$ cat src/design/quad_cfg_pkg.sv
package quad_cfg_pkg;

    //////////////////////////////
    // Row buffer geometry
    //////////////////////////////

    // Words per BRAM row buffer
    localparam int BRAM_DEPTH = 1024;

    // Map coordinates address half the buffer
    localparam int COORD_W = $clog2(BRAM_DEPTH) - 1;

    // PFB fill level as reported by the fetch reply
    localparam int PFB_COUNT_W = 9;

    //////////////////////////////
    // Convolution engines
    //////////////////////////////

    localparam int NUM_AWE = 4;
    localparam int NUM_CE_PER_AWE = 2;

    // One start bit per CE, staggered by a cycle each
    localparam int CE_START_W = NUM_AWE * NUM_CE_PER_AWE;

    //////////////////////////////
    // Timing
    //////////////////////////////

    // Input rows held before the sequencer may run
    localparam int PRIME_ROWS = 3;

    // Cycle counter wraps at this value
    localparam int SEQ_CYCLES = 5;

    // Accept pulse length in cycles
    localparam int ACCEPT_CYCLES = 5;

    // Depth of each of the two sequencer read delays
    localparam int SEQ_RDEN_DELAY = 2;

endpackage

$ cat src/design/quad_types_pkg.sv
package quad_types_pkg;

    import quad_cfg_pkg::*;

    //////////////////////////////
    // Job and map
    //////////////////////////////

    // Highest row and column index of the padded input map
    typedef struct packed {
        logic [COORD_W-1:0] num_cols;
        logic [COORD_W-1:0] num_rows;
    } job_cfg_t;

    // Position inside the padded map
    typedef struct packed {
        logic [COORD_W-1:0] row;
        logic [COORD_W-1:0] col;
    } map_pos_t;

    //////////////////////////////
    // Environment replies
    //////////////////////////////

    // Fetch reply, complete carries the new PFB fill level
    typedef struct packed {
        logic                   ack;
        logic                   complete;
        logic [PFB_COUNT_W-1:0] full_count;
    } fetch_resp_t;

    // Sequencer side outputs toward the CEs
    typedef struct packed {
        logic [CE_START_W-1:0] ce_start;
        logic [2:0]            cycle_counter;
        logic [1:0]            gray_code;
    } seq_out_t;

    // Job phases, one-hot
    typedef enum logic [4:0] {
        st_idle      = 5'b00001,
        st_prime     = 5'b00010,
        st_wait_load = 5'b00100,
        st_active    = 5'b01000,
        st_done      = 5'b10000
    } job_state_t;

endpackage

$ cat src/design/quad_bram_ctrl.sv
module quad_bram_ctrl
    import quad_cfg_pkg::*;
    import quad_types_pkg::*;
(
    input  logic        clk,
    input  logic        rst,
    input  job_cfg_t    job_cfg,
    input  logic        job_start,
    input  fetch_resp_t fetch_resp,
    input  logic        next_row,
    input  logic        job_complete_ack,
    output logic        job_accept,
    output logic        job_fetch_request,
    output logic        pfb_rden,
    output logic        seq_rden,
    output seq_out_t    seq_out,
    output logic        job_complete
);

    logic [PFB_COUNT_W-1:0] pfb_count;
    logic [PFB_COUNT_W-1:0] pfb_count_d;
    logic                   pos_clear;
    map_pos_t               in_pos_q;
    logic                   in_map_end;
    logic                   out_map_end;

    //////////////////////////////
    // Control
    //////////////////////////////

    quad_job_fsm job_fsm (
        .clk               (clk),
        .rst               (rst),
        .job_start         (job_start),
        .job_complete_ack  (job_complete_ack),
        .fetch_resp        (fetch_resp),
        .pfb_count         (pfb_count),
        .pfb_count_d       (pfb_count_d),
        .in_row            (in_pos_q.row),
        .in_map_end        (in_map_end),
        .out_map_end       (out_map_end),
        .next_row          (next_row),
        .job_accept        (job_accept),
        .job_fetch_request (job_fetch_request),
        .pfb_rden          (pfb_rden),
        .seq_rden          (seq_rden),
        .pos_clear         (pos_clear),
        .job_complete      (job_complete)
    );

    quad_pfb_tracker pfb_tracker (
        .clk         (clk),
        .rst         (rst),
        .fetch_req   (job_fetch_request),
        .fetch_resp  (fetch_resp),
        .pfb_rden    (pfb_rden),
        .pfb_count   (pfb_count),
        .pfb_count_d (pfb_count_d)
    );

    //////////////////////////////
    // Positions and sequencing
    //////////////////////////////

    // Input side walks with PFB reads
    quad_map_position in_pos (
        .clk     (clk),
        .rst     (rst),
        .clear   (pos_clear),
        .advance (pfb_rden),
        .cfg     (job_cfg),
        .pos     (in_pos_q),
        .col_end (),
        .map_end (in_map_end)
    );

    // Output side walks with next_row
    quad_map_position out_pos (
        .clk     (clk),
        .rst     (rst),
        .clear   (pos_clear),
        .advance (next_row),
        .cfg     (job_cfg),
        .pos     (),
        .col_end (),
        .map_end (out_map_end)
    );

    quad_seq_timing seq_timing (
        .clk      (clk),
        .rst      (rst),
        .seq_rden (seq_rden),
        .next_row (next_row),
        .seq_out  (seq_out)
    );

endmodule

$ cat src/design/quad_delay_line.sv
module quad_delay_line #(
    parameter type T = logic,
    parameter int DEPTH = 1
) (
    input  logic clk,
    input  logic rst,
    input  T     din,
    output T     dout
);

    // One register per cycle of delay
    T stage [DEPTH];

    always_ff @(posedge clk) begin
        if (rst) begin
            for (int i = 0; i < DEPTH; i++) begin
                stage[i] <= '0;
            end
        end else begin
            stage[0] <= din;
            // Shift toward the output end
            for (int i = 1; i < DEPTH; i++) begin
                stage[i] <= stage[i-1];
            end
        end
    end

    assign dout = stage[DEPTH-1];

endmodule

$ cat src/design/quad_job_fsm.sv
module quad_job_fsm
    import quad_cfg_pkg::*;
    import quad_types_pkg::*;
(
    input  logic                   clk,
    input  logic                   rst,
    input  logic                   job_start,
    input  logic                   job_complete_ack,
    input  fetch_resp_t            fetch_resp,
    input  logic [PFB_COUNT_W-1:0] pfb_count,
    input  logic [PFB_COUNT_W-1:0] pfb_count_d,
    input  logic [COORD_W-1:0]     in_row,
    input  logic                   in_map_end,
    input  logic                   out_map_end,
    input  logic                   next_row,
    output logic                   job_accept,
    output logic                   job_fetch_request,
    output logic                   pfb_rden,
    output logic                   seq_rden,
    output logic                   pos_clear,
    output logic                   job_complete
);

    job_state_t               state;
    logic [ACCEPT_CYCLES-1:0] accept_sr;
    logic                     fetch_acked;
    logic                     in_map_read;
    logic                     primed;
    logic                     fetch_done;

    //////////////////////////////
    // Job start
    //////////////////////////////

    // Start seen in idle, positions clear on the same edge
    assign pos_clear = (state == st_idle) && job_start;

    // Accept stays high while the start bit walks through
    always_ff @(posedge clk) begin
        if (rst) begin
            accept_sr <= '0;
        end else begin
            accept_sr <= {accept_sr[ACCEPT_CYCLES-2:0], pos_clear};
        end
    end

    assign job_accept = |accept_sr;

    //////////////////////////////
    // Priming status
    //////////////////////////////

    // Small maps end before PRIME_ROWS is reached
    always_ff @(posedge clk) begin
        if (rst || pos_clear) begin
            in_map_read <= 1'b0;
        end else if (pfb_rden && in_map_end) begin
            in_map_read <= 1'b1;
        end
    end

    assign primed = (in_row == COORD_W'(PRIME_ROWS)) || in_map_read;

    // Fetch counts as done only after its ack
    assign fetch_done = fetch_acked && fetch_resp.complete;

    //////////////////////////////
    // State machine
    //////////////////////////////

    always_ff @(posedge clk) begin
        if (rst) begin
            state             <= st_idle;
            pfb_rden          <= 1'b0;
            seq_rden          <= 1'b0;
            job_fetch_request <= 1'b0;
            fetch_acked       <= 1'b0;
            job_complete      <= 1'b0;
        end else begin
            // Read strobe is one cycle per word
            pfb_rden <= 1'b0;
            case (state)
                st_idle: begin
                    if (job_start) begin
                        state <= st_prime;
                    end
                end
                st_prime: begin
                    if (primed && !pfb_rden && pfb_count_d == pfb_count) begin
                        // Last read settled, hand over to the sequencer
                        state    <= st_active;
                        seq_rden <= 1'b1;
                    end else if (!primed && pfb_count == '0 && pfb_count_d == '0) begin
                        state <= st_wait_load;
                    end else if (!primed && !pfb_rden && pfb_count != '0) begin
                        // Every other cycle, so count and row are current
                        pfb_rden <= 1'b1;
                    end
                end
                st_wait_load: begin
                    if (fetch_done) begin
                        state             <= st_prime;
                        fetch_acked       <= 1'b0;
                        job_fetch_request <= 1'b0;
                    end else if (job_fetch_request && fetch_resp.ack) begin
                        job_fetch_request <= 1'b0;
                        fetch_acked       <= 1'b1;
                    end else if (!fetch_acked) begin
                        // Held until acked, one request per wait
                        job_fetch_request <= 1'b1;
                    end
                end
                st_active: begin
                    // Last output pixel of the map ends the job
                    if (next_row && out_map_end) begin
                        state        <= st_done;
                        seq_rden     <= 1'b0;
                        job_complete <= 1'b1;
                    end
                end
                st_done: begin
                    if (job_complete_ack) begin
                        state        <= st_idle;
                        job_complete <= 1'b0;
                    end
                end
                default: state <= st_idle;
            endcase
        end
    end

endmodule

$ cat src/design/quad_map_position.sv
module quad_map_position
    import quad_cfg_pkg::*;
    import quad_types_pkg::*;
(
    input  logic     clk,
    input  logic     rst,
    input  logic     clear,
    input  logic     advance,
    input  job_cfg_t cfg,
    output map_pos_t pos,
    output logic     col_end,
    output logic     map_end
);

    // End flags come straight from the current position
    assign col_end = (pos.col == cfg.num_cols);
    assign map_end = col_end && (pos.row == cfg.num_rows);

    always_ff @(posedge clk) begin
        if (rst || clear) begin
            pos <= '0;
        end else if (advance) begin
            if (col_end) begin
                // Wrap to the start of the next row
                pos.col <= '0;
                pos.row <= pos.row + 1'b1;
            end else begin
                pos.col <= pos.col + 1'b1;
            end
        end
    end

    // Row keeps counting past num_rows until the next clear
    // Only the flags matter to the FSM

endmodule

$ cat src/design/quad_pfb_tracker.sv
module quad_pfb_tracker
    import quad_cfg_pkg::*;
    import quad_types_pkg::*;
(
    input  logic                   clk,
    input  logic                   rst,
    input  logic                   fetch_req,
    input  fetch_resp_t            fetch_resp,
    input  logic                   pfb_rden,
    output logic [PFB_COUNT_W-1:0] pfb_count,
    output logic [PFB_COUNT_W-1:0] pfb_count_d
);

    //////////////////////////////
    // Fetch tracking
    //////////////////////////////

    typedef enum logic {
        fetch_idle,
        fetch_requested
    } fetch_state_t;

    fetch_state_t fetch_state;
    logic         load;

    // Complete only counts once the request was acked
    assign load = (fetch_state == fetch_requested) && fetch_resp.complete;

    always_ff @(posedge clk) begin
        if (rst) begin
            fetch_state <= fetch_idle;
        end else begin
            case (fetch_state)
                fetch_idle: begin
                    if (fetch_req && fetch_resp.ack) begin
                        fetch_state <= fetch_requested;
                    end
                end
                fetch_requested: begin
                    if (fetch_resp.complete) begin
                        fetch_state <= fetch_idle;
                    end
                end
                default: fetch_state <= fetch_idle;
            endcase
        end
    end

    //////////////////////////////
    // Word count
    //////////////////////////////

    always_ff @(posedge clk) begin
        if (rst) begin
            pfb_count <= '0;
        end else if (load) begin
            pfb_count <= fetch_resp.full_count;
        end else if (pfb_rden) begin
            // One word leaves per read strobe
            pfb_count <= pfb_count - 1'b1;
        end
    end

    // Lagging copy lets the FSM see when the count has settled
    quad_delay_line #(
        .T     (logic [PFB_COUNT_W-1:0]),
        .DEPTH (1)
    ) count_delay (
        .clk  (clk),
        .rst  (rst),
        .din  (pfb_count),
        .dout (pfb_count_d)
    );

endmodule

$ cat src/design/quad_seq_timing.sv
module quad_seq_timing
    import quad_cfg_pkg::*;
    import quad_types_pkg::*;
(
    input  logic     clk,
    input  logic     rst,
    input  logic     seq_rden,
    input  logic     next_row,
    output seq_out_t seq_out
);

    logic                  seq_rden_d;
    logic                  cycle_inc;
    logic [CE_START_W-1:0] ce_start;
    logic [2:0]            cycle_counter;
    logic [1:0]            row_bin;

    //////////////////////////////
    // Read strobe delays
    //////////////////////////////

    // First stage lines up with the sequencer data
    quad_delay_line #(
        .T     (logic),
        .DEPTH (SEQ_RDEN_DELAY)
    ) rden_delay (
        .clk  (clk),
        .rst  (rst),
        .din  (seq_rden),
        .dout (seq_rden_d)
    );

    // Second stage paces the cycle counter
    quad_delay_line #(
        .T     (logic),
        .DEPTH (SEQ_RDEN_DELAY)
    ) inc_delay (
        .clk  (clk),
        .rst  (rst),
        .din  (seq_rden_d),
        .dout (cycle_inc)
    );

    //////////////////////////////
    // CE start chain and counters
    //////////////////////////////

    always_ff @(posedge clk) begin
        if (rst) begin
            ce_start <= '0;
        end else begin
            // Each CE starts one cycle after its neighbour
            ce_start <= {ce_start[CE_START_W-2:0], seq_rden_d};
        end
    end

    always_ff @(posedge clk) begin
        if (rst || !cycle_inc) begin
            // Parked at zero between sequencing runs
            cycle_counter <= '0;
        end else if (cycle_counter == 3'(SEQ_CYCLES - 1)) begin
            cycle_counter <= '0;
        end else begin
            cycle_counter <= cycle_counter + 1'b1;
        end
    end

    // Binary row count, converted to Gray below
    always_ff @(posedge clk) begin
        if (rst) begin
            row_bin <= '0;
        end else if (next_row) begin
            row_bin <= row_bin + 1'b1;
        end
    end

    assign seq_out = '{
        ce_start:      ce_start,
        cycle_counter: cycle_counter,
        gray_code:     {row_bin[1], row_bin[1] ^ row_bin[0]}
    };

endmodule

$ cat config.mk
export PLATFORM = sky130hd
export DESIGN_NAME = quad_bram_ctrl
export DESIGN_NICKNAME = d
export VERILOG_FILES = /design/src/design/quad_cfg_pkg.sv /design/src/design/quad_types_pkg.sv /design/src/design/quad_bram_ctrl.sv /design/src/design/quad_delay_line.sv /design/src/design/quad_job_fsm.sv /design/src/design/quad_map_position.sv /design/src/design/quad_pfb_tracker.sv /design/src/design/quad_seq_timing.sv
export SDC_FILE = /design/constraint.sdc
export NUM_CORES = 1
export LEC_CHECK = 0
export BUFFER_PORTS_ARGS = -buffer_cell sky130_fd_sc_hd__buf_2
export CORE_MARGIN = 2
export CORE_UTILIZATION = 50
export DETAILED_ROUTE_END_ITERATION = 8
export GPL_TIMING_DRIVEN = 1
export PLACE_DENSITY = 0.82
export SLEW_MARGIN = 20
export SYNTH_ARGS = -nofsm -noshare
export SYNTH_HDL_FRONTEND = slang
export SYNTH_HIERARCHICAL = 1
export SYNTH_SLANG_ARGS = --single-unit
export TNS_END_PERCENT = 50
$ cat constraint.sdc
create_clock -name clk -period 2.6 [get_ports clk]
set_input_delay 0.13 -clock clk [delete_from_list [all_inputs] [get_ports clk]]
set_output_delay 0.13 -clock clk [all_outputs]
set_load 0.005 [all_outputs]
Yosys cells after proc, flatten, opt, wreduce, memory -nomap -nowiden. Memories as Yosys holds them, arrays and structs flattened. Index checks and enable logic that the tools add are counted.

Bits in read-only memories: 0. Bits in latches: 0. Word-level logic and storage cells: 126. Register bits after elaboration: 75. Memory bits (writable): 13. Input port bits: 34. Memories kept: 3.

Memory list: pfb_tracker.count_delay.stage (words 1, bits a word 9, read ports 1, clocked after Yosys merged registers in 0, wr ports 1, RTL line quad_delay_line.sv:12) `T stage [DEPTH];`; seq_timing.inc_delay.stage (words 2, bits a word 1, read ports 2, clocked after Yosys merged registers in 0, wr ports 2, RTL line quad_delay_line.sv:12); seq_timing.rden_delay.stage (words 2, bits a word 1, read ports 2, clocked after Yosys merged registers in 0, wr ports 2, RTL line quad_delay_line.sv:12).

Reduce and logical (&&, ||, !) cells: 38. Div/mod/pow operators: 0. Equal/unequal tests: 19. $lt $le $gt $ge: 0. Shift-type cells: 0. Multiplexer cells: 35. Add/subtract/negate cells: 7. Multipliers: 0. Bitwise logic cells: 7.

Operators by type and width (number): $eq A9 B9 Y1 (5); $mux W9 (5); $add A9 B1 Y9 const B (4); $mux W5 (6); $pmux W5 S5 (1); $mux W1 (20); $logic_not A9 Y1 (2); $logic_and A1 B1 Y1 (14); $eq A9 B2 Y1 const B (1); $reduce_bool A9 Y1 (1); $reduce_or A9 Y1 (1); $sub A9 B1 Y9 const B (1); $reduce_and A2 Y1 (4); $reduce_bool A2 Y1 (4); $ne A2 B1 Y1 const B (3); $pmux W1 S2 (3); $reduce_and A3 Y1 (2); $eq A5 B1 Y1 const B (1); $eq A5 B2 Y1 const B (1); $eq A5 B3 Y1 const B (1); $eq A5 B4 Y1 const B (1); $eq A5 B5 Y1 const B (1); $reduce_and A5 Y1 (1); $reduce_or A5 Y1 (1); other kinds (13) (22).

Depth between registers and ports, before layout. Gate-level depths: netlist of the first run.

Word-level depth: 8. Mapped depth: 9. Mapped depth without buffers: 9.

Cells and area by module. The synthesis of the first run kept the hierarchy.

Modules (own cells, without submodules): quad_map_position (area each 1134.8 sq um, times used 2, cells an instance 127); quad_job_fsm (area each 834.6 sq um, times used 1, cells an instance 98); quad_pfb_tracker (area each 593.1 sq um, times used 1, cells an instance 63); quad_seq_timing (area each 452.9 sq um, times used 1, cells an instance 40); quad_delay_line (pfb_tracker.count_delay) (area each 236.5 sq um, times used 1, cells an instance 18); quad_delay_line (seq_timing.inc_delay ...) (area each 52.6 sq um, times used 2, cells an instance 4).

Least setup slack after synthesis of the first run. OpenSTA, ideal clock, no wires.

Path type: flip-flop to flip-flop. Start point: register out_pos/pos[2] (netlist bit). End point: register job_fsm.state[2]. Buffers on the path: 0. Data arrival time: 1.913 ns. Slack: 0.629 ns. Period minus slack after synthesis: 1.971 ns. Cell stages (with the launch flop): 10. Cells stage by stage: dfxtp_1 xnor2_1 nand4_4 nor3_1 and4_1 nand2_1 nand4b_1 nand4_1 nor3b_1 o22a_1.

Cells in the longest elaborated chain, start to end: 5.

RTL lines: start: declaration (RTL line quad_map_position.sv:10) `output map_pos_t pos,`; $eq A9 B9 Y1 (RTL line quad_map_position.sv:16) `assign col_end = (pos.col == cfg.num_cols);`; named net out_pos.col_end (RTL line quad_map_position.sv:11) `output logic col_end,`; $logic_and A1 B1 Y1 (RTL line quad_map_position.sv:17) `assign map_end = col_end && (pos.row == cfg.num_rows);`; named net out_map_end (RTL line quad_bram_ctrl.sv:25) `logic out_map_end;`; $logic_and A1 B1 Y1 (RTL line quad_job_fsm.sv:115) `if (next_row && out_map_end) begin`; $ne A2 B1 Y1 (no source line); $reduce_and A5 Y1 (no source line); end signal: assignment (RTL line quad_job_fsm.sv:116) `state <= st_done;`; end signal: assignment (RTL line quad_job_fsm.sv:123) `state <= st_idle;`; end signal: assignment (RTL line quad_job_fsm.sv:127) `default: state <= st_idle;`; end: declaration (RTL line quad_job_fsm.sv:24) `job_state_t state;`.

The timed path passes the listed nets, and every way through them passes these cells. A chain may end at the register's enable or synchronous reset.

Worst setup path in the final report of the first run.
Start point: register out_pos/pos[5] (netlist bit). End point: register job_fsm.state[0].

The elaborated chain is that of the path after synthesis.

==> reports/metrics.yaml, run 1 <==
criticalPathCategory: "flop to flop"
synthesized_net_count: 522
drv.max_cap_violation_count: 0
drc: 0
yosysUniqueCellTypes: 59
synth_top_family_by_area: "simple AND/OR/NAND/NOR gates"
pwr_density_cell_nw_per_um2: 588
vdd_drop_max_uv: 300
min-delay-start: "fetch_resp[0]"
synth_cells: 481
slew_headroom_pct: 42.9
postRouteWirelength_um: 9750
hold_viol_final: 0
adder_and_majority_cell_fraction_of_the_synthesized_area_pct: 1.95
finalSetupViolations: 0
vias_per_cell: 5.65
die_area_sq_um: 9760
drt_pass1_iterations: 5
max-clock-path-buffers: 2
share_of_the_core_filled_with_cells_pct: 57.7
vias: 3658
r2r.worst_path.cells: 8
yosysWarningCount: 6
timing.critical_path.fanout_max: 9
grt_usage_pct: 20.7
worst_path_max_delay_cell: "sky130_fd_sc_hd__o41ai_1"
critical_path.max_stage_delay_ns: 0.38
cts_tree: "yes"
timing.setup.tns_ns: 0
floorplan.initialDensity_pct: 51.5
maxClockFrequency_mhz: 421
htreeDepth: 3
port_buffers: 51
synth-edff-count: 0
reg_to_reg_endpoint: "job_fsm/state[0]"
cts_made_buffers: 9
gp_congestion: 0.866
finalWorstPathRequiredPeriod_ns: 2.38
timing_max_transition_violations_final: 0
synthToLayoutAreaGrowth_pct: 11.9
global_route.overflow_total: 0
drt-initial-drc-count: 129
min_period_over_period_pct: 91.5
die_height_um: 98.8
synth_top_cell_area_share_pct: 39.2
fillers: 754
r2r_start: "out_pos/pos[5]"
worst_hold_path_type: "input port to flop"
run_status: "finished, final reports clean"
compound_gate_portion_of_the_synthesized_area_pct: 5.04
antenna_cells: 0
synth_sequential_area_ratio_pct: 39.2
grt_setup_unrepaired: "no"
nets: 575
crit_chain: "xnor2_1 -> nand4_4 -> nor3_2 -> and4_1 -> nand2_1 -> nand4b_1 -> nand4_1 -> o41ai_1"
critPathArrivalTime_ns: 2.64
worstSkewPairLatency_ns: 0.37
grt_max_degree: 50
core-area_sq_um: 8720
syn_area_sq_um: 4490
synth_flop_cell: "sky130_fd_sc_hd__dfxtp_1"
antenna_left: 0
clock-root-buffer: "sky130_fd_sc_hd__clkbuf_8"
synthArstFlopShare_pct: 0
cts.clk_slew.worst_paths_ns: 0.09
detail_route.wl_per_cell_um: 15.1
detailed_place_hpwl_um: 7060
cts_setup_buffers: 0
hold-path-endpoint: "pfb_tracker/pfb_count[0]"
ioPinCount: 52
yosys_register_bits: 88
critical_path_required_ns: 2.86
timing.critical_path.to_type: "flop"
tightestPinTransition_ns: 0.854
grt_first_pass_wirelength_um: 16600
setup.worst_path.start_class: "flop"
die-width_um: 98.8
layout-drive-gt1-share_pct: 18.9
synth_area_leaders: "sky130_fd_sc_hd__dfxtp_1 (39%), sky130_fd_sc_hd__xnor2_1 (7.8%), sky130_fd_sc_hd__xor2_1 (4.5%)"
multi_input_area_sq_um: 2610
synthSimpleGateAreaFrac_pct: 33.4
final.setup_skew_ns: 0.00971
tritoncts_num_sinks: 88
hold-path-cell-count: 3
number_of_global_route_vias_before_repair: 3652
synth.largest_area_cell: "sky130_fd_sc_hd__dfxtp_1"
antenna_violations_before_repair: 0
p_total_mw: 2.96
synth_xor_xnor_area_share_pct: 13.0
synthesis.area_per_instance_sq_um: 9.34
rows: 34
yosys-mux-area-fraction_pct: 4.48
leakage_nw: 1.87
timing.reg2reg.setup_slack_ns: 0.22
register_area_sq_um: 1760
metrics by stage:
stage                     setup WS [ns]  cell area (sq um)  hold slack (ns)  cells
after floorplan                   0.629               4490            0.202    481
after global placement            0.400               4810            0.344    630
after detailed placement          0.225               4810            0.346    630
after CTS                         0.203               5020           0.0264    647
after global routing             0.0319               5030           0.0470    647
final                             0.222               5030           0.0394    647
worst max-delay path: cells and delay by family, from the launching register on:
family	cells	cell delay, ns
flops	1	0.36
xor+xnor	1	0.30
compound gates	1	0.38
simple gates	6	1.24
placed cells by master, fill, tap and decap left out, drive strengths merged, types with 3 or more instances in the layout:
cell type   n
and3        6
nand2b      3
and2b       3
a211oi      4
nand4      14
nand2      52
or3        18
a31o        3
inv        12
xnor2      42
nor3b       5
nor3       30
o21ai       5
nand3b      3
nor2       27
clkbuf     10
nor2b      24
and4        8
buf        53
ha          7
a21oi       7
a311oi      3
mux2i      19
nand3      16
xor2       23
nor4       25
nor4b       5
dfxtp      88
area by class of cell:
class                           count  share of cell area [%]
Tap cell                          108                    2.69
Inverter                           11                   0.821
Clock buffer                       10                    2.74
Clock inverter                      6                    1.34
Timing Repair Buffer               54                    5.57
Sequential cell                    88                    35.0
Multi-Input combinational cell    370                    51.8
routing by layer:
metal / up-vias / global-route usage (%) / share of wire (%)
met3: 20 / 3.97 / 4.6
met2: 98 / 36.8 / 51
li1: 1825 / - / -
met4: 0 / 7.80 / 1.9
met1: 1715 / 24.6 / 43
met5: - / 0 / 0
power by group:
part / internal (mW) / leakage, nW / switching, mW
Combinational: 0.223 / 1.07 / 0.297
Sequential: 1.40 / 0.710 / 0.0646
Clock: 0.473 / 0.0989 / 0.504
what timing repair did:
item,CTS,global route
endpoints found under the setup margin,0,2
gates resized for setup,0,1
hold endpoints to repair,1,0
hold buffers,1,0
logic make-up (layout without fill, tap and decap cells):
logic type               Yosys count  after routing
AO/OA/AOI/OAI                     31             31
XOR/XNOR                          65             65
multiplexers                      20             20
AND/OR/NAND/NOR                  247            247
adder cells (fa/ha/maj)            7              7
buffers and inverters             23             81
flip-flops                        88             88
worst max-delay path by stage:
stage / cells past startpoint / endpoint / slack (ns) / from
final: 8 / job_fsm/state[0] / 0.22 / out_pos/pos[5]
after global routing: 9 / job_fsm/state[2] / 0.03 / out_pos/pos[2]
after CTS: 9 / job_fsm/state[2] / 0.20 / out_pos/pos[2]
after detailed placement: 9 / job_fsm/state[2] / 0.23 / out_pos/pos[2]
after global placement: 9 / job_fsm/state[2] / 0.40 / out_pos/pos[5]
after floorplan: 9 / job_fsm/state[2] / 0.63 / out_pos/pos[2]
flip-flops by register name, summed over array words and instances, names as in the netlist, 3 cells and up:
signal / count
pfb_tracker/pfb_count: 9
pfb_tracker/count_delay/stage: 9
out_pos/pos: 18
seq_timing/ce_start: 8
job_fsm/state: 5
seq_timing/cycle_counter: 3
job_fsm/accept_sr: 5
in_pos/pos: 18
cell usage after synthesis (all sizes together), types with 2 or more instances:
library cell / instances
nand2b: 3
o21ai: 5
a31o: 3
a311oi: 3
nand2: 52
xor2: 23
mux2i: 19
nor2: 27
nand3b: 3
and4: 8
or3: 18
nand4: 14
a211oi: 4
nand4b: 2
and2b: 3
nor2b: 24
nor3: 30
inv: 11
ha: 7
nand3: 16
xnor2: 42
and3: 6
buf: 5
a21oi: 7
dfxtp: 88
clkbuf: 7
nor4b: 5
nor3b: 5
a221oi: 2
or2: 2
nor4: 25
(Power assumes the default switching activity.)
==> run 2, diff against run 1 <==
- clock period: 2.6 -> 2.7 ns (I/O delays scaled with it)
==> run 2 against run 1 <==
Effect of this change:
- sequential cell count unchanged
- non-clock buffer count unchanged
- routed wire length decreased by 0.34%
- cell count decreased by 0.15%
- register-to-register slack improved by 0.07 ns
- via count decreased by 0.46%
- sequential share of layout area decreased by 0.070 points
- fmax decreased by 1.3%
- combinational power decreased by 4.0%
- first-iteration DRC count increased by 40%
- die area unchanged
==> reports/metrics.yaml, run 2 (synthesis results as in run 1) <==
setup.worst_path.start_class: "flop"
hold-path-endpoint: "pfb_tracker/pfb_count[1]"
tritoncts_num_sinks: 88
switching_power_uw: 790
drt-initial-drc-count: 181
worst_hold_path_type: "input port to flop"
fillers: 760
timing.setup.tns_ns: 0
min_period_over_period_pct: 89.3
grt_max_degree: 50
relative_contribution_of_the_clock_network_to_total_power_pct: 34.6
ioPinCount: 52
final.setup_skew_ns: 0.00770
critPathArrivalTime_ns: 2.71
synthToLayoutAreaGrowth_pct: 12.2
floorplan.initialDensity_pct: 51.5
finalSetupViolations: 0
die_height_um: 98.8
cts.clk_slew.worst_paths_ns: 0.08
antenna_violations_before_repair: 0
layout.cells.most_common: "sky130_fd_sc_hd__dfxtp_1"
slew_headroom_pct: 42.6
timing.reg2reg.setup_slack_ns: 0.29
biggestRegsByFlops: "in_pos/pos (18), out_pos/pos (18)"
layout-drive-gt1-share_pct: 18.4
finalWorstPathRequiredPeriod_ns: 2.41
drt_pass1_iterations: 5
antenna_left: 0
grt_usage_pct: 20.4
global_route.overflow_total: 0
comb_power_share_pct: 17.1
detail_route.wl_per_cell_um: 15.0
layout.cells.most_common_list: "sky130_fd_sc_hd__dfxtp_1 (88), sky130_fd_sc_hd__buf_2 (51), sky130_fd_sc_hd__nand2_1 (50)"
grt_first_pass_wirelength_um: 16400
tightestPinTransition_ns: 0.858
core-area_sq_um: 8720
vias: 3641
hold_viol_final: 0
vdd_drop_max_uv: 299
r2r_start: "out_pos/pos[2]"
number_of_global_route_vias_before_repair: 3497
die-width_um: 98.8
timing.critical_path.to_type: "flop"
timing_max_transition_violations_final: 0
clock-root-buffer: "sky130_fd_sc_hd__clkbuf_8"
cts_tree: "yes"
power_switching_share_pct: 27.1
min-delay-start: "fetch_resp[1]"
port_buffers: 51
worstSkewPairLatency_ns: 0.36
drv.max_cap_violation_count: 0
maxClockFrequency_mhz: 415
cts_setup_buffers: 0
rows: 34
run_status: "finished, final reports clean"
grt_setup_unrepaired: "no"
vias_per_cell: 5.64
internal_power_mw: 2.12
postRouteWirelength_um: 9720
pwr_density_cell_nw_per_um2: 578
gp_congestion: 0.856
p_total_mw: 2.91
reg_to_reg_endpoint: "job_fsm/state[2]"
timing.critical_path.fanout_max: 9
leakage_nw: 1.89
htreeDepth: 3
criticalPathCategory: "flop to flop"
sequential_power_share_pct: 48.3
r2r.worst_path.cells: 9
max-clock-path-buffers: 2
cts_made_buffers: 9
antenna_cells: 0
die_area_sq_um: 9760
cts-resized-gates: 0
nets: 575
hold-path-cell-count: 3
critical_path_required_ns: 3.00
drc: 0
detailed_place_hpwl_um: 6910
[run 2: cell types whose count changed in the layout (fill, tap and decap cells not counted)]
cell,delta
sky130_fd_sc_hd__bufinv_16,+1
sky130_fd_sc_hd__clkinvlp_4,-2
sky130_fd_sc_hd__clkinv_4,-1
sky130_fd_sc_hd__clkbuf_1,+1
sky130_fd_sc_hd__nor3_2,-1
sky130_fd_sc_hd__clkbuf_8,+1
sky130_fd_sc_hd__nor3_1,+1
sky130_fd_sc_hd__inv_6,-1
[run 2: worst max path at each step]
stage                              start                to  slack, ns  cells after the start
after floorplan           out_pos/pos[2]  job_fsm/state[2]       0.73                      9
after global placement    out_pos/pos[2]  job_fsm/state[2]       0.50                      9
after detailed placement  out_pos/pos[2]  job_fsm/state[2]       0.38                      9
after CTS                 out_pos/pos[2]  job_fsm/state[2]       0.35                      9
after global routing      out_pos/pos[2]  job_fsm/state[2]       0.12                      9
final                     out_pos/pos[2]  job_fsm/state[2]       0.29                      9
[run 2: per-layer routing]
layer  up-vias  global-route usage, %  part of all wire [%]
met2        91                   34.3                    50
met5         -                      0                     0
met1      1721                   25.7                    44
met3        10                   5.04                   4.4
li1       1819                      -                     -
met4         0                   6.53                  0.96
[run 2: worst max-delay path: stages, from the launching register on]
cell	delay, ns
sky130_fd_sc_hd__dfxtp_1	0.37
sky130_fd_sc_hd__xnor2_1	0.27
sky130_fd_sc_hd__nand4_4	0.23
sky130_fd_sc_hd__nor3_1	0.37
sky130_fd_sc_hd__and4_1	0.30
sky130_fd_sc_hd__nand2_1	0.07
sky130_fd_sc_hd__nand4b_1	0.13
sky130_fd_sc_hd__nand4_1	0.18
sky130_fd_sc_hd__nor3b_1	0.25
sky130_fd_sc_hd__o22a_1	0.18
[run 2: layout make-up]
cell class | count | area [sq um] | area share [%]
Clock inverter | 3 | 65.1 | 1.29
Clock buffer | 12 | 155 | 3.08
Sequential cell | 88 | 1760 | 35.0
Inverter | 11 | 41.3 | 0.819
Tap cell | 108 | 135 | 2.68
Multi-Input combinational cell | 370 | 2600 | 51.6
Timing Repair Buffer | 54 | 280 | 5.56
[run 2: per-stage QoR]
step	hold WS (ns)	setup slack (ns)	std cells	util (%)	cell area (sq um)
global placement	0.349	0.495	630	55.1	4810
finish	0.0486	0.290	646	57.8	5040
CTS	0.0447	0.346	646	57.8	5040
global route	0.0735	0.122	646	57.8	5040
floorplan	0.207	0.729	481	-	4490
detailed placement	0.355	0.377	630	55.1	4810
[run 2: power groups by stage]
stage / registers (mW) / clock network [mW] / logic (mW)
after floorplan: 1.42 / 0 / 0.382
after global placement: 1.43 / 0 / 0.470
after detailed placement: 1.44 / 0 / 0.490
after CTS: 1.41 / 1.03 / 0.496
after global routing: 1.42 / 1.08 / 0.548
final: 1.41 / 1.01 / 0.499
[run 2: repair_timing]
action                     CTS  global route
setup endpoints to repair    0             0
hold endpoints to repair     1             0
hold buffers                 1             0
